<file path="src/logic/controller_defines.svh">
`ifndef CONTROLLER_DEFINES_SVH
`define CONTROLLER_DEFINES_SVH

// instruction field widths
`define OP_WIDTH 4   // op, opExt and cond are all this wide

// processor status register
`define PSR_WIDTH 8

// every datapath select bus
`define SEL_WIDTH 2

// psr bit positions
`define FLAG_N 0    // negative / signed greater
`define FLAG_Z 1    // zero
`define FLAG_F 2    // overflow
`define FLAG_L 3    // unsigned lower
`define FLAG_C 4    // carry

`endif

</file>
<file path="src/logic/controllerPkg.sv">
`include "controller_defines.svh"

package controllerPkg;

    typedef enum logic [4:0] {
        FETCH, DECODE,
        BASIC_LOAD_REGS, IMM_LOAD_REGS, BASIC_ALU_EX, IMM_ALU_EX, WRITEBACK,
        CMP_LOAD_REG, CMPI_LOAD_REG, CMP_ALU_EX, CMPI_ALU_EX,
        MOV_LOAD_REG, MOVI_LOAD_REG, MOV_ALU_EX, MOVI_ALU_EX,
        LOAD_REG, STOR_REG, MEM_READ, MEM_WRITE, LOAD_WB,
        JAL_REG, JAL_STORE_PC, JAL_NEW_PC,
        JCOND_EX, BCOND_EX,
        PC_INCR, PC_INCR2, PC_INCR3
    } ctrlState_e;

    typedef enum logic [`OP_WIDTH-1:0] {
        OP_SIMPLE = 4'b0000, OP_ANDI = 4'b0001, OP_ORI  = 4'b0010, OP_XORI  = 4'b0011,
        OP_MEM    = 4'b0100, OP_ADDI = 4'b0101, OP_LSH  = 4'b1000, OP_SUBI  = 4'b1001,
        OP_CMPI   = 4'b1011, OP_BCOND = 4'b1100, OP_MOVI = 4'b1101, OP_LUI  = 4'b1111
    } opcode_e;

    // opExt values under OP_SIMPLE
    typedef enum logic [`OP_WIDTH-1:0] {
        AND = 4'b0001, OR  = 4'b0010, XOR = 4'b0011, ADD = 4'b0101,
        SUB = 4'b1001, CMP = 4'b1011, MOV = 4'b1101, MUL = 4'b1110
    } simpleExt_e;

    // opExt values under OP_MEM
    typedef enum logic [`OP_WIDTH-1:0] {
        LOAD = 4'b0000, STOR = 4'b0100, JAL = 4'b1000, JCOND = 4'b1100
    } memExt_e;

    typedef enum logic [3:0] {
        CL_BASIC, CL_IMM, CL_CMP, CL_CMPI, CL_MOV, CL_MOVI,
        CL_LOAD, CL_STOR, CL_JAL, CL_JCOND, CL_BCOND, CL_NONE
    } instrClass_e;

    typedef enum logic [`OP_WIDTH-1:0] {
        EQ, NE, CS, CC, HI, LS, GT, LE,
        FS, FC, LO, HS, LT, GE, UC, NV
    } condCode_e;

    typedef enum logic [`SEL_WIDTH-1:0] {PC_SEQ = 2'd0, PC_ABS = 2'd1, PC_REL = 2'd2} pcSrc_e;
    typedef enum logic [`SEL_WIDTH-1:0] {A_PC = 2'd0, A_REG = 2'd1, A_ZERO = 2'd2} aluSrc1_e;
    typedef enum logic [`SEL_WIDTH-1:0] {B_REG = 2'd0, B_IMM = 2'd1} aluSrc2_e;

    typedef struct packed {
        logic [`OP_WIDTH-1:0] op;
        logic [`OP_WIDTH-1:0] opExt;
        logic [`OP_WIDTH-1:0] cond;
    } instrFields_t;

    // datapath control lines, one bundle per cycle
    typedef struct packed {
        logic     memWrite;
        logic     pcEn;              // pc write strobe
        logic     writeBackSelect;   // memory data to register file
        logic     dataToWriteSelect; // link address to register file
        logic     newAluInput;
        logic     psrRegEn;
        logic     regWrite;
        logic     instrWrite;
        logic     sendPcAddr;
        aluSrc1_e aluSrc1Sel;
        aluSrc2_e aluSrc2Sel;
        pcSrc_e   pcSrc;
    } ctrlBundle_t;

endpackage

</file>
<file path="src/logic/opDecoder.sv">
`timescale 1ns/1ps
`include "controller_defines.svh"

module opDecoder (
    input  controllerPkg::instrFields_t instr,
    output controllerPkg::instrClass_e  instrClass
);

    // register form of the shift; every other opExt under OP_LSH is LSHI
    localparam logic [`OP_WIDTH-1:0] LSH_REG_EXT = 4'b0100;

    logic neverTaken;

    assign neverTaken = (instr.cond == controllerPkg::NV);

    always_comb
    begin
        instrClass = controllerPkg::CL_NONE;
        case (instr.op)
            controllerPkg::OP_SIMPLE:
            begin
                case (instr.opExt)
                    controllerPkg::ADD, controllerPkg::SUB, controllerPkg::MUL,
                    controllerPkg::AND, controllerPkg::OR, controllerPkg::XOR:
                        instrClass = controllerPkg::CL_BASIC;
                    controllerPkg::CMP: instrClass = controllerPkg::CL_CMP;
                    controllerPkg::MOV: instrClass = controllerPkg::CL_MOV;
                    default: ;
                endcase
            end
            controllerPkg::OP_LSH:
            begin
                if (instr.opExt == LSH_REG_EXT)
                    instrClass = controllerPkg::CL_BASIC;
                else
                    instrClass = controllerPkg::CL_IMM; // LSHI
            end
            controllerPkg::OP_MEM:
            begin
                case (instr.opExt)
                    controllerPkg::LOAD: instrClass = controllerPkg::CL_LOAD;
                    controllerPkg::STOR: instrClass = controllerPkg::CL_STOR;
                    controllerPkg::JAL:  instrClass = controllerPkg::CL_JAL;
                    controllerPkg::JCOND:
                        if (!neverTaken)
                            instrClass = controllerPkg::CL_JCOND;
                    default: ;
                endcase
            end
            controllerPkg::OP_ADDI, controllerPkg::OP_SUBI, controllerPkg::OP_ANDI,
            controllerPkg::OP_ORI, controllerPkg::OP_XORI, controllerPkg::OP_LUI:
                instrClass = controllerPkg::CL_IMM;
            controllerPkg::OP_CMPI: instrClass = controllerPkg::CL_CMPI;
            controllerPkg::OP_MOVI: instrClass = controllerPkg::CL_MOVI;
            controllerPkg::OP_BCOND:
                if (!neverTaken)
                    instrClass = controllerPkg::CL_BCOND;
            default: ; // unused opcodes just step the pc
        endcase
    end

endmodule

</file>
<file path="src/logic/branchCondition.sv">
`timescale 1ns/1ps
`include "controller_defines.svh"

module branchCondition (
    input  controllerPkg::condCode_e cond,
    input  logic [`PSR_WIDTH-1:0]    psr,
    output logic                     taken
);

    logic flagN;
    logic flagZ;
    logic flagF;
    logic flagL;
    logic flagC;

    assign flagN = psr[`FLAG_N];
    assign flagZ = psr[`FLAG_Z];
    assign flagF = psr[`FLAG_F];
    assign flagL = psr[`FLAG_L];
    assign flagC = psr[`FLAG_C];

    always_comb
    begin
        taken = 1'b0;
        case (cond)
            controllerPkg::EQ: taken = flagZ;
            controllerPkg::NE: taken = !flagZ;
            controllerPkg::CS: taken = flagC;
            controllerPkg::CC: taken = !flagC;
            controllerPkg::HI: taken = flagL;
            controllerPkg::LS: taken = !flagL;
            controllerPkg::GT: taken = flagN;
            controllerPkg::LE: taken = !flagN;
            controllerPkg::FS: taken = flagF;
            controllerPkg::FC: taken = !flagF;
            // unsigned pair uses L together with Z
            controllerPkg::LO: taken = !flagL && !flagZ;
            controllerPkg::HS: taken = flagL || flagZ;
            // signed pair uses N together with Z
            controllerPkg::LT: taken = !flagN && !flagZ;
            controllerPkg::GE: taken = flagN || flagZ;
            controllerPkg::UC: taken = 1'b1;
            controllerPkg::NV: taken = 1'b0;
            default: taken = 1'b0;
        endcase
    end

endmodule

</file>
<file path="src/logic/controlSequencer.sv">
`timescale 1ns/1ps

module controlSequencer (
    input  logic                       clk,
    input  logic                       reset,
    input  controllerPkg::instrClass_e instrClass,
    output controllerPkg::ctrlState_e  state
);

    controllerPkg::ctrlState_e nextState;

    always_ff @(posedge clk)
    begin
        if (!reset)
            state <= controllerPkg::FETCH;
        else
            state <= nextState;
    end

    always_comb
    begin
        nextState = controllerPkg::PC_INCR;
        case (state)
            controllerPkg::FETCH: nextState = controllerPkg::DECODE;
            controllerPkg::DECODE:
            begin
                // class is only looked at here
                case (instrClass)
                    controllerPkg::CL_BASIC: nextState = controllerPkg::BASIC_LOAD_REGS;
                    controllerPkg::CL_IMM:   nextState = controllerPkg::IMM_LOAD_REGS;
                    controllerPkg::CL_CMP:   nextState = controllerPkg::CMP_LOAD_REG;
                    controllerPkg::CL_CMPI:  nextState = controllerPkg::CMPI_LOAD_REG;
                    controllerPkg::CL_MOV:   nextState = controllerPkg::MOV_LOAD_REG;
                    controllerPkg::CL_MOVI:  nextState = controllerPkg::MOVI_LOAD_REG;
                    controllerPkg::CL_LOAD:  nextState = controllerPkg::LOAD_REG;
                    controllerPkg::CL_STOR:  nextState = controllerPkg::STOR_REG;
                    controllerPkg::CL_JAL:   nextState = controllerPkg::JAL_REG;
                    controllerPkg::CL_JCOND: nextState = controllerPkg::JCOND_EX;
                    controllerPkg::CL_BCOND: nextState = controllerPkg::BCOND_EX;
                    default:                 nextState = controllerPkg::PC_INCR;
                endcase
            end
            controllerPkg::BASIC_LOAD_REGS: nextState = controllerPkg::BASIC_ALU_EX;
            controllerPkg::IMM_LOAD_REGS:   nextState = controllerPkg::IMM_ALU_EX;
            controllerPkg::CMP_LOAD_REG:    nextState = controllerPkg::CMP_ALU_EX;
            controllerPkg::CMPI_LOAD_REG:   nextState = controllerPkg::CMPI_ALU_EX;
            controllerPkg::MOV_LOAD_REG:    nextState = controllerPkg::MOV_ALU_EX;
            controllerPkg::MOVI_LOAD_REG:   nextState = controllerPkg::MOVI_ALU_EX;
            controllerPkg::BASIC_ALU_EX, controllerPkg::IMM_ALU_EX,
            controllerPkg::MOV_ALU_EX, controllerPkg::MOVI_ALU_EX:
                nextState = controllerPkg::WRITEBACK;
            // compares only touch the psr
            controllerPkg::CMP_ALU_EX, controllerPkg::CMPI_ALU_EX:
                nextState = controllerPkg::PC_INCR;
            controllerPkg::WRITEBACK:       nextState = controllerPkg::PC_INCR;
            controllerPkg::LOAD_REG:        nextState = controllerPkg::MEM_READ;
            controllerPkg::MEM_READ:        nextState = controllerPkg::LOAD_WB;
            controllerPkg::LOAD_WB:         nextState = controllerPkg::PC_INCR;
            controllerPkg::STOR_REG:        nextState = controllerPkg::MEM_WRITE;
            controllerPkg::MEM_WRITE:       nextState = controllerPkg::PC_INCR;
            controllerPkg::JAL_REG:         nextState = controllerPkg::JAL_STORE_PC;
            controllerPkg::JAL_STORE_PC:    nextState = controllerPkg::JAL_NEW_PC;
            controllerPkg::JAL_NEW_PC:      nextState = controllerPkg::PC_INCR;
            // branch states already wrote the pc
            controllerPkg::JCOND_EX, controllerPkg::BCOND_EX:
                nextState = controllerPkg::PC_INCR2;
            controllerPkg::PC_INCR:         nextState = controllerPkg::PC_INCR2;
            controllerPkg::PC_INCR2:        nextState = controllerPkg::PC_INCR3;
            controllerPkg::PC_INCR3:        nextState = controllerPkg::FETCH;
            default:                        nextState = controllerPkg::PC_INCR;
        endcase
    end

    stateLegal: assert property (@(posedge clk) disable iff (!reset)
        !$isunknown(state) && (state <= controllerPkg::PC_INCR3))
        else $error("illegal controller state %0d", state);

    decodeDispatches: assert property (@(posedge clk) disable iff (!reset)
        (state == controllerPkg::DECODE) |=>
            (state != controllerPkg::FETCH) && (state != controllerPkg::DECODE))
        else $error("DECODE did not dispatch, state %0d", state);

endmodule

</file>
<file path="src/logic/controlOutputs.sv">
`timescale 1ns/1ps

module controlOutputs (
    input  controllerPkg::ctrlState_e  state,
    input  logic                       taken,
    output controllerPkg::ctrlBundle_t ctrl
);

    always_comb
    begin
        ctrl = '0;
        case (state)
            controllerPkg::FETCH: ctrl.instrWrite = 1'b1;
            // operand latch for every class that reads registers
            controllerPkg::BASIC_LOAD_REGS, controllerPkg::IMM_LOAD_REGS,
            controllerPkg::CMP_LOAD_REG, controllerPkg::CMPI_LOAD_REG,
            controllerPkg::MOV_LOAD_REG, controllerPkg::MOVI_LOAD_REG,
            controllerPkg::LOAD_REG, controllerPkg::STOR_REG,
            controllerPkg::JAL_REG:
                ctrl.newAluInput = 1'b1;
            controllerPkg::BASIC_ALU_EX:
                ctrl.aluSrc1Sel = controllerPkg::A_REG;
            controllerPkg::IMM_ALU_EX:
            begin
                ctrl.aluSrc1Sel = controllerPkg::A_REG;
                ctrl.aluSrc2Sel = controllerPkg::B_IMM;
            end
            controllerPkg::CMP_ALU_EX:
            begin
                ctrl.aluSrc1Sel = controllerPkg::A_REG;
                ctrl.psrRegEn   = 1'b1;
            end
            controllerPkg::CMPI_ALU_EX:
            begin
                ctrl.aluSrc1Sel = controllerPkg::A_REG;
                ctrl.aluSrc2Sel = controllerPkg::B_IMM;
                ctrl.psrRegEn   = 1'b1; // flags set as for CMP
            end
            controllerPkg::MOV_ALU_EX:
                ctrl.aluSrc1Sel = controllerPkg::A_ZERO; // src + 0
            controllerPkg::MOVI_ALU_EX:
            begin
                ctrl.aluSrc1Sel = controllerPkg::A_ZERO;
                ctrl.aluSrc2Sel = controllerPkg::B_IMM;
            end
            controllerPkg::WRITEBACK: ctrl.regWrite = 1'b1;
            controllerPkg::MEM_WRITE: ctrl.memWrite = 1'b1;
            controllerPkg::LOAD_WB:
            begin
                ctrl.writeBackSelect = 1'b1;
                ctrl.regWrite        = 1'b1;
            end
            controllerPkg::JAL_STORE_PC:
            begin
                ctrl.dataToWriteSelect = 1'b1; // link address
                ctrl.regWrite          = 1'b1;
            end
            controllerPkg::JAL_NEW_PC:
            begin
                ctrl.pcSrc = controllerPkg::PC_ABS;
                ctrl.pcEn  = 1'b1;
            end
            controllerPkg::JCOND_EX:
            begin
                ctrl.pcEn = 1'b1;
                if (taken)
                    ctrl.pcSrc = controllerPkg::PC_ABS;
            end
            controllerPkg::BCOND_EX:
            begin
                ctrl.pcEn = 1'b1;
                if (taken)
                    ctrl.pcSrc = controllerPkg::PC_REL;
            end
            controllerPkg::PC_INCR:  ctrl.pcEn = 1'b1;
            controllerPkg::PC_INCR3: ctrl.sendPcAddr = 1'b1; // next fetch address out
            default: ; // DECODE, MEM_READ and PC_INCR2 drive nothing
        endcase
    end

    // register file and memory are never written in the same cycle
    always_comb
    begin
        assert (!(ctrl.regWrite && ctrl.memWrite))
            else $error("regWrite with memWrite in state %0d", state);
        assert (ctrl.pcEn || (ctrl.pcSrc == controllerPkg::PC_SEQ))
            else $error("pc source %0d selected without pcEn", ctrl.pcSrc);
    end

endmodule

</file>
<file path="src/logic/multicycleController.sv">
`timescale 1ns/1ps
`include "controller_defines.svh"

module multicycleController (
    input  logic                        clk,
    input  logic                        reset,
    input  controllerPkg::instrFields_t instr,
    input  logic [`PSR_WIDTH-1:0]       psr,
    output controllerPkg::ctrlBundle_t  ctrl
);

    controllerPkg::instrClass_e instrClass;
    controllerPkg::ctrlState_e  state;
    logic                       taken;

    opDecoder decoder (
        .instr      (instr),
        .instrClass (instrClass)
    );

    branchCondition condEval (
        .cond  (controllerPkg::condCode_e'(instr.cond)),
        .psr   (psr),
        .taken (taken)
    );

    controlSequencer sequencer (
        .clk        (clk),
        .reset      (reset),
        .instrClass (instrClass),
        .state      (state)
    );

    // taken only matters in the two branch states
    controlOutputs outputs (
        .state (state),
        .taken (taken),
        .ctrl  (ctrl)
    );

endmodule

</file>
<file path="config.mk">
export PLATFORM = sky130hd
export DESIGN_NAME = multicycleController
export DESIGN_NICKNAME = d
export VERILOG_FILES = /design/src/logic/controllerPkg.sv /design/src/logic/opDecoder.sv /design/src/logic/branchCondition.sv /design/src/logic/controlSequencer.sv /design/src/logic/controlOutputs.sv /design/src/logic/multicycleController.sv
export VERILOG_INCLUDE_DIRS = /design/src /design/src/logic
export SDC_FILE = /design/constraint.sdc
export NUM_CORES = 1
export LEC_CHECK = 0
export BUFFER_PORTS_ARGS = -buffer_cell sky130_fd_sc_hd__buf_2
export CAP_MARGIN = 10
export CORE_AREA = 5 5 55 57
export CTS_BUF_LIST = sky130_fd_sc_hd__clkbuf_8
export DETAILED_ROUTE_END_ITERATION = 8
export DIE_AREA = 0 0 60 62
export MAX_ROUTING_LAYER = met4
export PLACE_DENSITY_LB_ADDON = 0.08
export SYNTH_ARGS = -nofsm -noshare
export SYNTH_HDL_FRONTEND = slang
export SYNTH_SLANG_ARGS = --single-unit
</file>
<file path="constraint.sdc">
create_clock -name clk -period 2.8 [get_ports clk]
set_clock_uncertainty 0.1 [all_clocks]
set_input_delay 0 -clock clk [delete_from_list [all_inputs] [get_ports clk]]
set_output_delay 0 -clock clk [all_outputs]
set_load 0.005 [all_outputs]
</file>
# == Yosys cells after proc, flatten, opt, wreduce, memory -nomap -nowiden ==
# Memories as Yosys holds them, arrays and structs flattened.
# Index checks and enable logic that the tools add are counted.
# W data, S select, Z words.
# word_totals
register_bits,5
mem_bits_ro,80
inputBits,22
out_inout_bits,15
elab_cells,112
mem_count,1
# classes
n_eq_ne,64
mux,22
n_reduce_logical,24
# memory_table
name,depth,width,read_ports,rd_clocked_by_memory_dff,wr,line_no,rtl
(no name shown),16,5,1,0,0,controlSequencer.sv:28,case (instrClass)
# op_table
op,n
$pmux W5 S17,1
$eq A4 B4 Y1 const B,20
$eq A5 B5 Y1 const B,12
$eq A5 B4 Y1 const B,8
$eq A4 B3 Y1 const B,8
$pmux W4 S7,1
$eq A4 B2 Y1 const B,6
$eq A5 B3 Y1 const B,4
$pmux W1 S16,1
$pmux W4 S4,1
$mux W1,13
$eq A4 B1 Y1 const B,3
$logic_not A4 Y1,3
$pmux W4 S3,1
$reduce_or A4 Y1,3
$reduce_or A6 Y1,2
$eq A5 B2 Y1 const B,2
$reduce_or A3 Y1,3
$reduce_or A9 Y1,1
$pmux W2 S3,1
$eq A5 B1 Y1 const B,1
$logic_not A1 Y1,5
$logic_not A5 Y1,1
$mux W2,2
other kinds (4),7

# == Longest topological paths before layout ==
# An unclocked memory read counts as a cell.
# depth
depth_word,6
ltp_mapped,9
ltp_nobuf,8

# == By module ==
# Synthesis repeated with hierarchy kept, for this count alone.
# hier_totals
hier_cells,189
hier_area_um2,1395.1
# modules_own_cells
mod,n_inst,cells_per_inst,area_per_inst_um2,seq_area_each_um2
controlSequencer,1,82,633.1,100.1
controlOutputs,1,45,356.6,0.0
opDecoder,1,39,221.5,0.0
branchCondition,1,23,183.9,0.0

# == Worst setup path after synthesis ==
# OpenSTA, ideal clock, no wires.
# synth_path
path_type,input to register
from,input instr[0] (netlist name)
to,register sequencer.state[0]
setup_time_ps,62
arrival_ps,1886
required_time_ps,2638
path_slack_ps,752
cell_stages,7
n_path_buf,1
cell_sequence,clkbuf_1 -> nand4_1 -> o2111a_1 -> o221ai_1 -> ha_1 -> or4_1 -> nand3_1
# synth_between
elab_chain_len,6
elab_cells_between_ends,7
cone_classes,eq/ne (1); mux (5); memory (1)
# synth_lines
element,line_no,rtl
"start, declared",multicycleController.sv:7,"input controllerPkg::instrFields_t instr,"
$eq A4 B4 Y1 (*),opDecoder.sv:14,assign neverTaken = (instr.cond == controllerPkg::NV);
$mux W2,opDecoder.sv:45,if (!neverTaken)
$pmux W4 S4,opDecoder.sv:40,case (instr.opExt)
$pmux W4 S7 (*),opDecoder.sv:19,case (instr.op)
$mem_v2 Z16 W5 (*),-,
$pmux W5 S17 (*),controlSequencer.sv:23,case (state)
"end signal, assigned",controlSequencer.sv:15,state <= controllerPkg::FETCH;
"end signal, assigned",controlSequencer.sv:17,state <= nextState;
"end, declared",controlSequencer.sv:7,output controllerPkg::ctrlState_e state
# Every way passes the cells marked *; elsewhere a longest branch is shown, timed or not.
# A chain may end at the register's enable or synchronous reset.

==> impl_metrics.prom <==
# TYPE chip_impl_metric gauge
chip_impl_info{name="critical_path.reg2reg.startpoint",value="sequencer.state[1]$_SDFF_PN0_"} 1
chip_impl_metric{name="synth.yosys.seq_area_share",unit="%"} 8.53
chip_impl_metric{name="report.power.total",unit="uW"} 866
chip_impl_metric{name="grt-ovfl-total",unit=""} 0
chip_impl_metric{name="power-per-cell-area",unit="nW/um^2"} 629
chip_impl_metric{name="detail_route.drc_violations",unit=""} 0
chip_impl_info{name="reg2reg_to",value="sequencer.state[0]$_SDFF_PN0_"} 1
chip_impl_metric{name="layout.nets",unit=""} 230
chip_impl_metric{name="totalWireLength",unit="um"} 3020
chip_impl_metric{name="leakagePower",unit="nW"} 0.597
chip_impl_metric{name="postCtsSetupBuffers",unit=""} 0
chip_impl_info{name="run_status",value="finished clean"} 1
chip_impl_metric{name="postSynthCellCount",unit=""} 179
chip_impl_info{name="yosys.area.top_type",value="sky130_fd_sc_hd__dfxtp_1"} 1
chip_impl_metric{name="grt.met3_usage",unit="%"} 3.51
chip_impl_metric{name="route.antenna.remaining_nets",unit=""} 0
chip_impl_info{name="worst-setup-path-type",value="flop to output pin"} 1
chip_impl_metric{name="first_global_vias",unit=""} 1161
chip_impl_metric{name="register_area",unit="sq um"} 100
chip_impl_info{name="largest_register_by_flop_count",value="sequencer.state"} 1
chip_impl_metric{name="critical_path.max_fanout",unit=""} 17
chip_impl_info{name="synth_flop_cell",value="sky130_fd_sc_hd__dfxtp_1"} 1
chip_impl_metric{name="shortest_period_the_worst_path_allows",unit="ns"} 2.10
chip_impl_metric{name="first_pass_iters",unit=""} 4
chip_impl_metric{name="worst-slew-pin-transition",unit="ns"} 0.583
chip_impl_metric{name="die_area",unit="sq um"} 3720
chip_impl_metric{name="clock_path_buffers",unit=""} 2
chip_impl_info{name="cp_top_family",value="simple AND/OR/NAND/NOR gates"} 1
chip_impl_info{name="crit_path_cell_trace",value="nor2b_1 > nand3_1 > or2_2 > o22ai_1 > buf_2"} 1
chip_impl_metric{name="finalSetupViolations",unit=""} 0
chip_impl_metric{name="ios",unit=""} 37
chip_impl_metric{name="critical_path_depth",unit=""} 5
chip_impl_metric{name="drive_gt1_share",unit="%"} 23.2
chip_impl_metric{name="post_cts_resized",unit=""} 0
chip_impl_metric{name="clock_sinks",unit=""} 5
chip_impl_info{name="tritoncts",value="yes"} 1
chip_impl_metric{name="total_area_of_multi_input_combinational_cells",unit="sq um"} 980
chip_impl_metric{name="worstPathRequired",unit="ns"} 2.70
chip_impl_metric{name="share_of_the_cycle_needed_by_the_critical_path_after_routing",unit="%"} 74.8
chip_impl_metric{name="postLayoutSetupSlackWorst",unit="ns"} 0.705
chip_impl_metric{name="floorplan.core_area",unit="sq um"} 2430
chip_impl_metric{name="initial_standard_cell_utilization_of_the_core",unit="%"} 48.3
chip_impl_metric{name="setup_total_negative_slack",unit="ns"} 0
chip_impl_metric{name="yosys_register_bits",unit=""} 5
chip_impl_info{name="synth_most_common_cell",value="sky130_fd_sc_hd__clkbuf_1"} 1
chip_impl_metric{name="slowest_delay",unit="ns"} 0.65
chip_impl_metric{name="achievable-frequency",unit="GHz"} 0.477
chip_impl_metric{name="port_buffer_count",unit=""} 32
chip_impl_info{name="synth_top_area_cells",value="sky130_fd_sc_hd__dfxtp_1 (8.5%), sky130_fd_sc_hd__a21oi_1 (4.7%), sky130_fd_sc_hd__o21ai_0 (4.7%)"} 1
chip_impl_metric{name="number_of_nets_in_the_synthesized_netlist",unit=""} 205
chip_impl_metric{name="antenna-diode-count",unit=""} 0
chip_impl_metric{name="timing_hold_violations_final",unit=""} 0
chip_impl_metric{name="max_reg_flops",unit=""} 5
chip_impl_metric{name="placed_cells_incl_taps",unit=""} 228
chip_impl_metric{name="slew_headroom",unit="%"} 61.1
chip_impl_metric{name="drt_via_density",unit=""} 5.97
chip_impl_metric{name="grt.total_usage",unit="%"} 17.4
chip_impl_info{name="worstHoldPathType",value="primary input to flop"} 1
chip_impl_metric{name="tritoncts.num_buffers",unit=""} 3
chip_impl_metric{name="ff2ff_path_depth",unit=""} 5
chip_impl_metric{name="clock_insertion_delay_worst_skew",unit="ns"} 0.22
chip_impl_metric{name="detailroute.via_count",unit=""} 1392
chip_impl_info{name="crit_path_end",value="ctrl[0]"} 1
chip_impl_metric{name="flow.area_growth_from_synthesis",unit="%"} 17.4
chip_impl_info{name="busiest_layer",value="met2"} 1
chip_impl_metric{name="grt_first_pass_wirelength",unit="um"} 5040
chip_impl_metric{name="route.detailed.wl_per_inst",unit="um"} 13.0
chip_impl_info{name="rsz0062_at_grt",value="false"} 1
chip_impl_metric{name="slew_violations",unit=""} 0
chip_impl_metric{name="floorplan.die.height",unit="um"} 62
chip_impl_info{name="clock-root-buffer",value="sky130_fd_sc_hd__clkbuf_8"} 1
chip_impl_metric{name="holdBufCountCts",unit=""} 1
chip_impl_metric{name="die_width",unit="um"} 60
chip_impl_metric{name="finish.cell_count_without_fillers",unit=""} 233
chip_impl_metric{name="preCtsSetupSlack",unit="ns"} 0.571
chip_impl_metric{name="synth.yosys.warnings",unit=""} 0
chip_impl_info{name="critical_path_cell_with_the_highest_stage_delay",value="sky130_fd_sc_hd__dfxtp_1"} 1
chip_impl_metric{name="synth.top_cell.area_share",unit="%"} 8.53
chip_impl_metric{name="dp.final_hpwl",unit="um"} 2380
chip_impl_metric{name="grt_max_degree",unit=""} 21
chip_impl_metric{name="synth_cell_type_count",unit=""} 57
chip_impl_info{name="timing.critical_path.to_type",value="output pin"} 1
chip_impl_metric{name="synthesis.area",unit="sq um"} 1170
chip_impl_metric{name="post_synth_arst_share",unit="%"} 0
chip_impl_metric{name="max_cap_viol_count",unit=""} 0
chip_impl_metric{name="worst_setup_hold_path_clk_slew",unit="ns"} 0.04
chip_impl_info{name="biggestRegsByFlops",value="sequencer.state x5"} 1
chip_impl_metric{name="ir_drop",unit="V"} 0.000586
chip_impl_metric{name="global_route_track_usage_on_met2",unit="%"} 31.3
chip_impl_metric{name="globalRouteMet1Util",unit="%"} 21.0
chip_impl_metric{name="drt_iter0_markers",unit=""} 84
chip_impl_info{name="critPathLaunch",value="sequencer.state[2]$_SDFF_PN0_"} 1
chip_impl_metric{name="critPathBufInv",unit=""} 1
chip_impl_metric{name="synth_enable_flop_cells",unit=""} 0
chip_impl_metric{name="ctsHtreeMaxLevel",unit=""} 1
chip_impl_metric{name="crit_arrival",unit="ns"} 2.00
chip_impl_metric{name="reg2reg_setup_slack",unit="ns"} 0.89
chip_impl_info{name="critPathLaunchType",value="flop"} 1
chip_impl_metric{name="fillers",unit=""} 240
chip_impl_metric{name="synthesis.area_per_instance",unit="sq um"} 6.56
chip_impl_metric{name="antenna_violations_before_repair",unit=""} 0
chip_impl_metric{name="rows",unit=""} 18
chip_impl_metric{name="gp_congestion",unit=""} 0.816
chip_impl_info{name="synth.top_cells.by_count",value="sky130_fd_sc_hd__clkbuf_1 (13), sky130_fd_sc_hd__nand2_1 (12), sky130_fd_sc_hd__nor2_1 (12), sky130_fd_sc_hd__a21oi_1 (11), sky130_fd_sc_hd__o21ai_0 (11)"} 1
-- kinds of logic after synthesis --
| logic type | Yosys count | share of synthesized area, % |
|---|---|---|
| and+or+nand+nor | 79 | 39.0 |
| other | 1 | 0.320 |
| adders and majority gates | 4 | 4.26 |
| muxes | 2 | 1.81 |
| xor gates and xnor gates | 5 | 3.73 |
| buffers and inverters | 24 | 8.00 |
| AOI/OAI and AO/OA | 59 | 34.3 |
| DFF | 5 | 8.53 |
-- placed cells by master (no fill, tap or decap), types with 6 or more instances in the layout --
master / count
sky130_fd_sc_hd__a21oi_1: 11
sky130_fd_sc_hd__buf_2: 32
sky130_fd_sc_hd__inv_1: 10
sky130_fd_sc_hd__nand2_1: 12
sky130_fd_sc_hd__nand3_1: 9
sky130_fd_sc_hd__nor2_1: 12
sky130_fd_sc_hd__nor2b_1: 6
sky130_fd_sc_hd__nor3_1: 7
sky130_fd_sc_hd__o21ai_0: 11
-- tightest hold or removal path, cell delays in order --
cell	delay, ns
sky130_fd_sc_hd__buf_2	0.14
sky130_fd_sc_hd__nor4b_4	0.07
sky130_fd_sc_hd__inv_2	0.11
sky130_fd_sc_hd__a32oi_1	0.07
sky130_fd_sc_hd__nand3_1	0.06
-- final cells by class --
class	instances	area share, %
clock buffers	3	3.00
clock inverters	1	0.272
inverters	10	2.72
multi-input cells	150	71.1
flip-flops and latches	5	7.27
well taps	30	2.72
repair buffers	34	12.9
-- power by group --
part	total [mW]	internal (mW)	switching [mW]
Combinational	0.524	0.234	0.291
Clock	0.131	0.0941	0.0373
Sequential	0.211	0.102	0.108
Total	0.866	0.430	0.436
-- stage by stage --
stage	hold slack (ns)	util (%)	instance area (sq um)
after floorplan	0.00848	-	1170
after global placement	0.157	54.4	1320
after detailed placement	0.160	54.4	1320
after CTS	0.170	56.6	1380
after global routing	0.198	56.6	1380
final	0.164	56.6	1380
-- layer usage --
metal	routed length, um	vias to the layer above
li1	-	712
met5	0	-
met3	185	2
met1	1310	646
met4	10	0
met2	1510	32
-- how the worst min path moves through the flow --
stage | start | end | slack (ns) | cells past startpoint
after CTS | instr[9] | sequencer.state[0]$_SDFF_PN0_ | 0.17 | 5
after floorplan | reset | sequencer.state[3]$_SDFF_PN0_ | 0.008 | 2
after detailed placement | reset | sequencer.state[3]$_SDFF_PN0_ | 0.16 | 3
after global routing | instr[9] | sequencer.state[0]$_SDFF_PN0_ | 0.20 | 5
after global placement | reset | sequencer.state[3]$_SDFF_PN0_ | 0.16 | 3
final | instr[9] | sequencer.state[0]$_SDFF_PN0_ | 0.16 | 5
(Power assumes the default switching activity.)
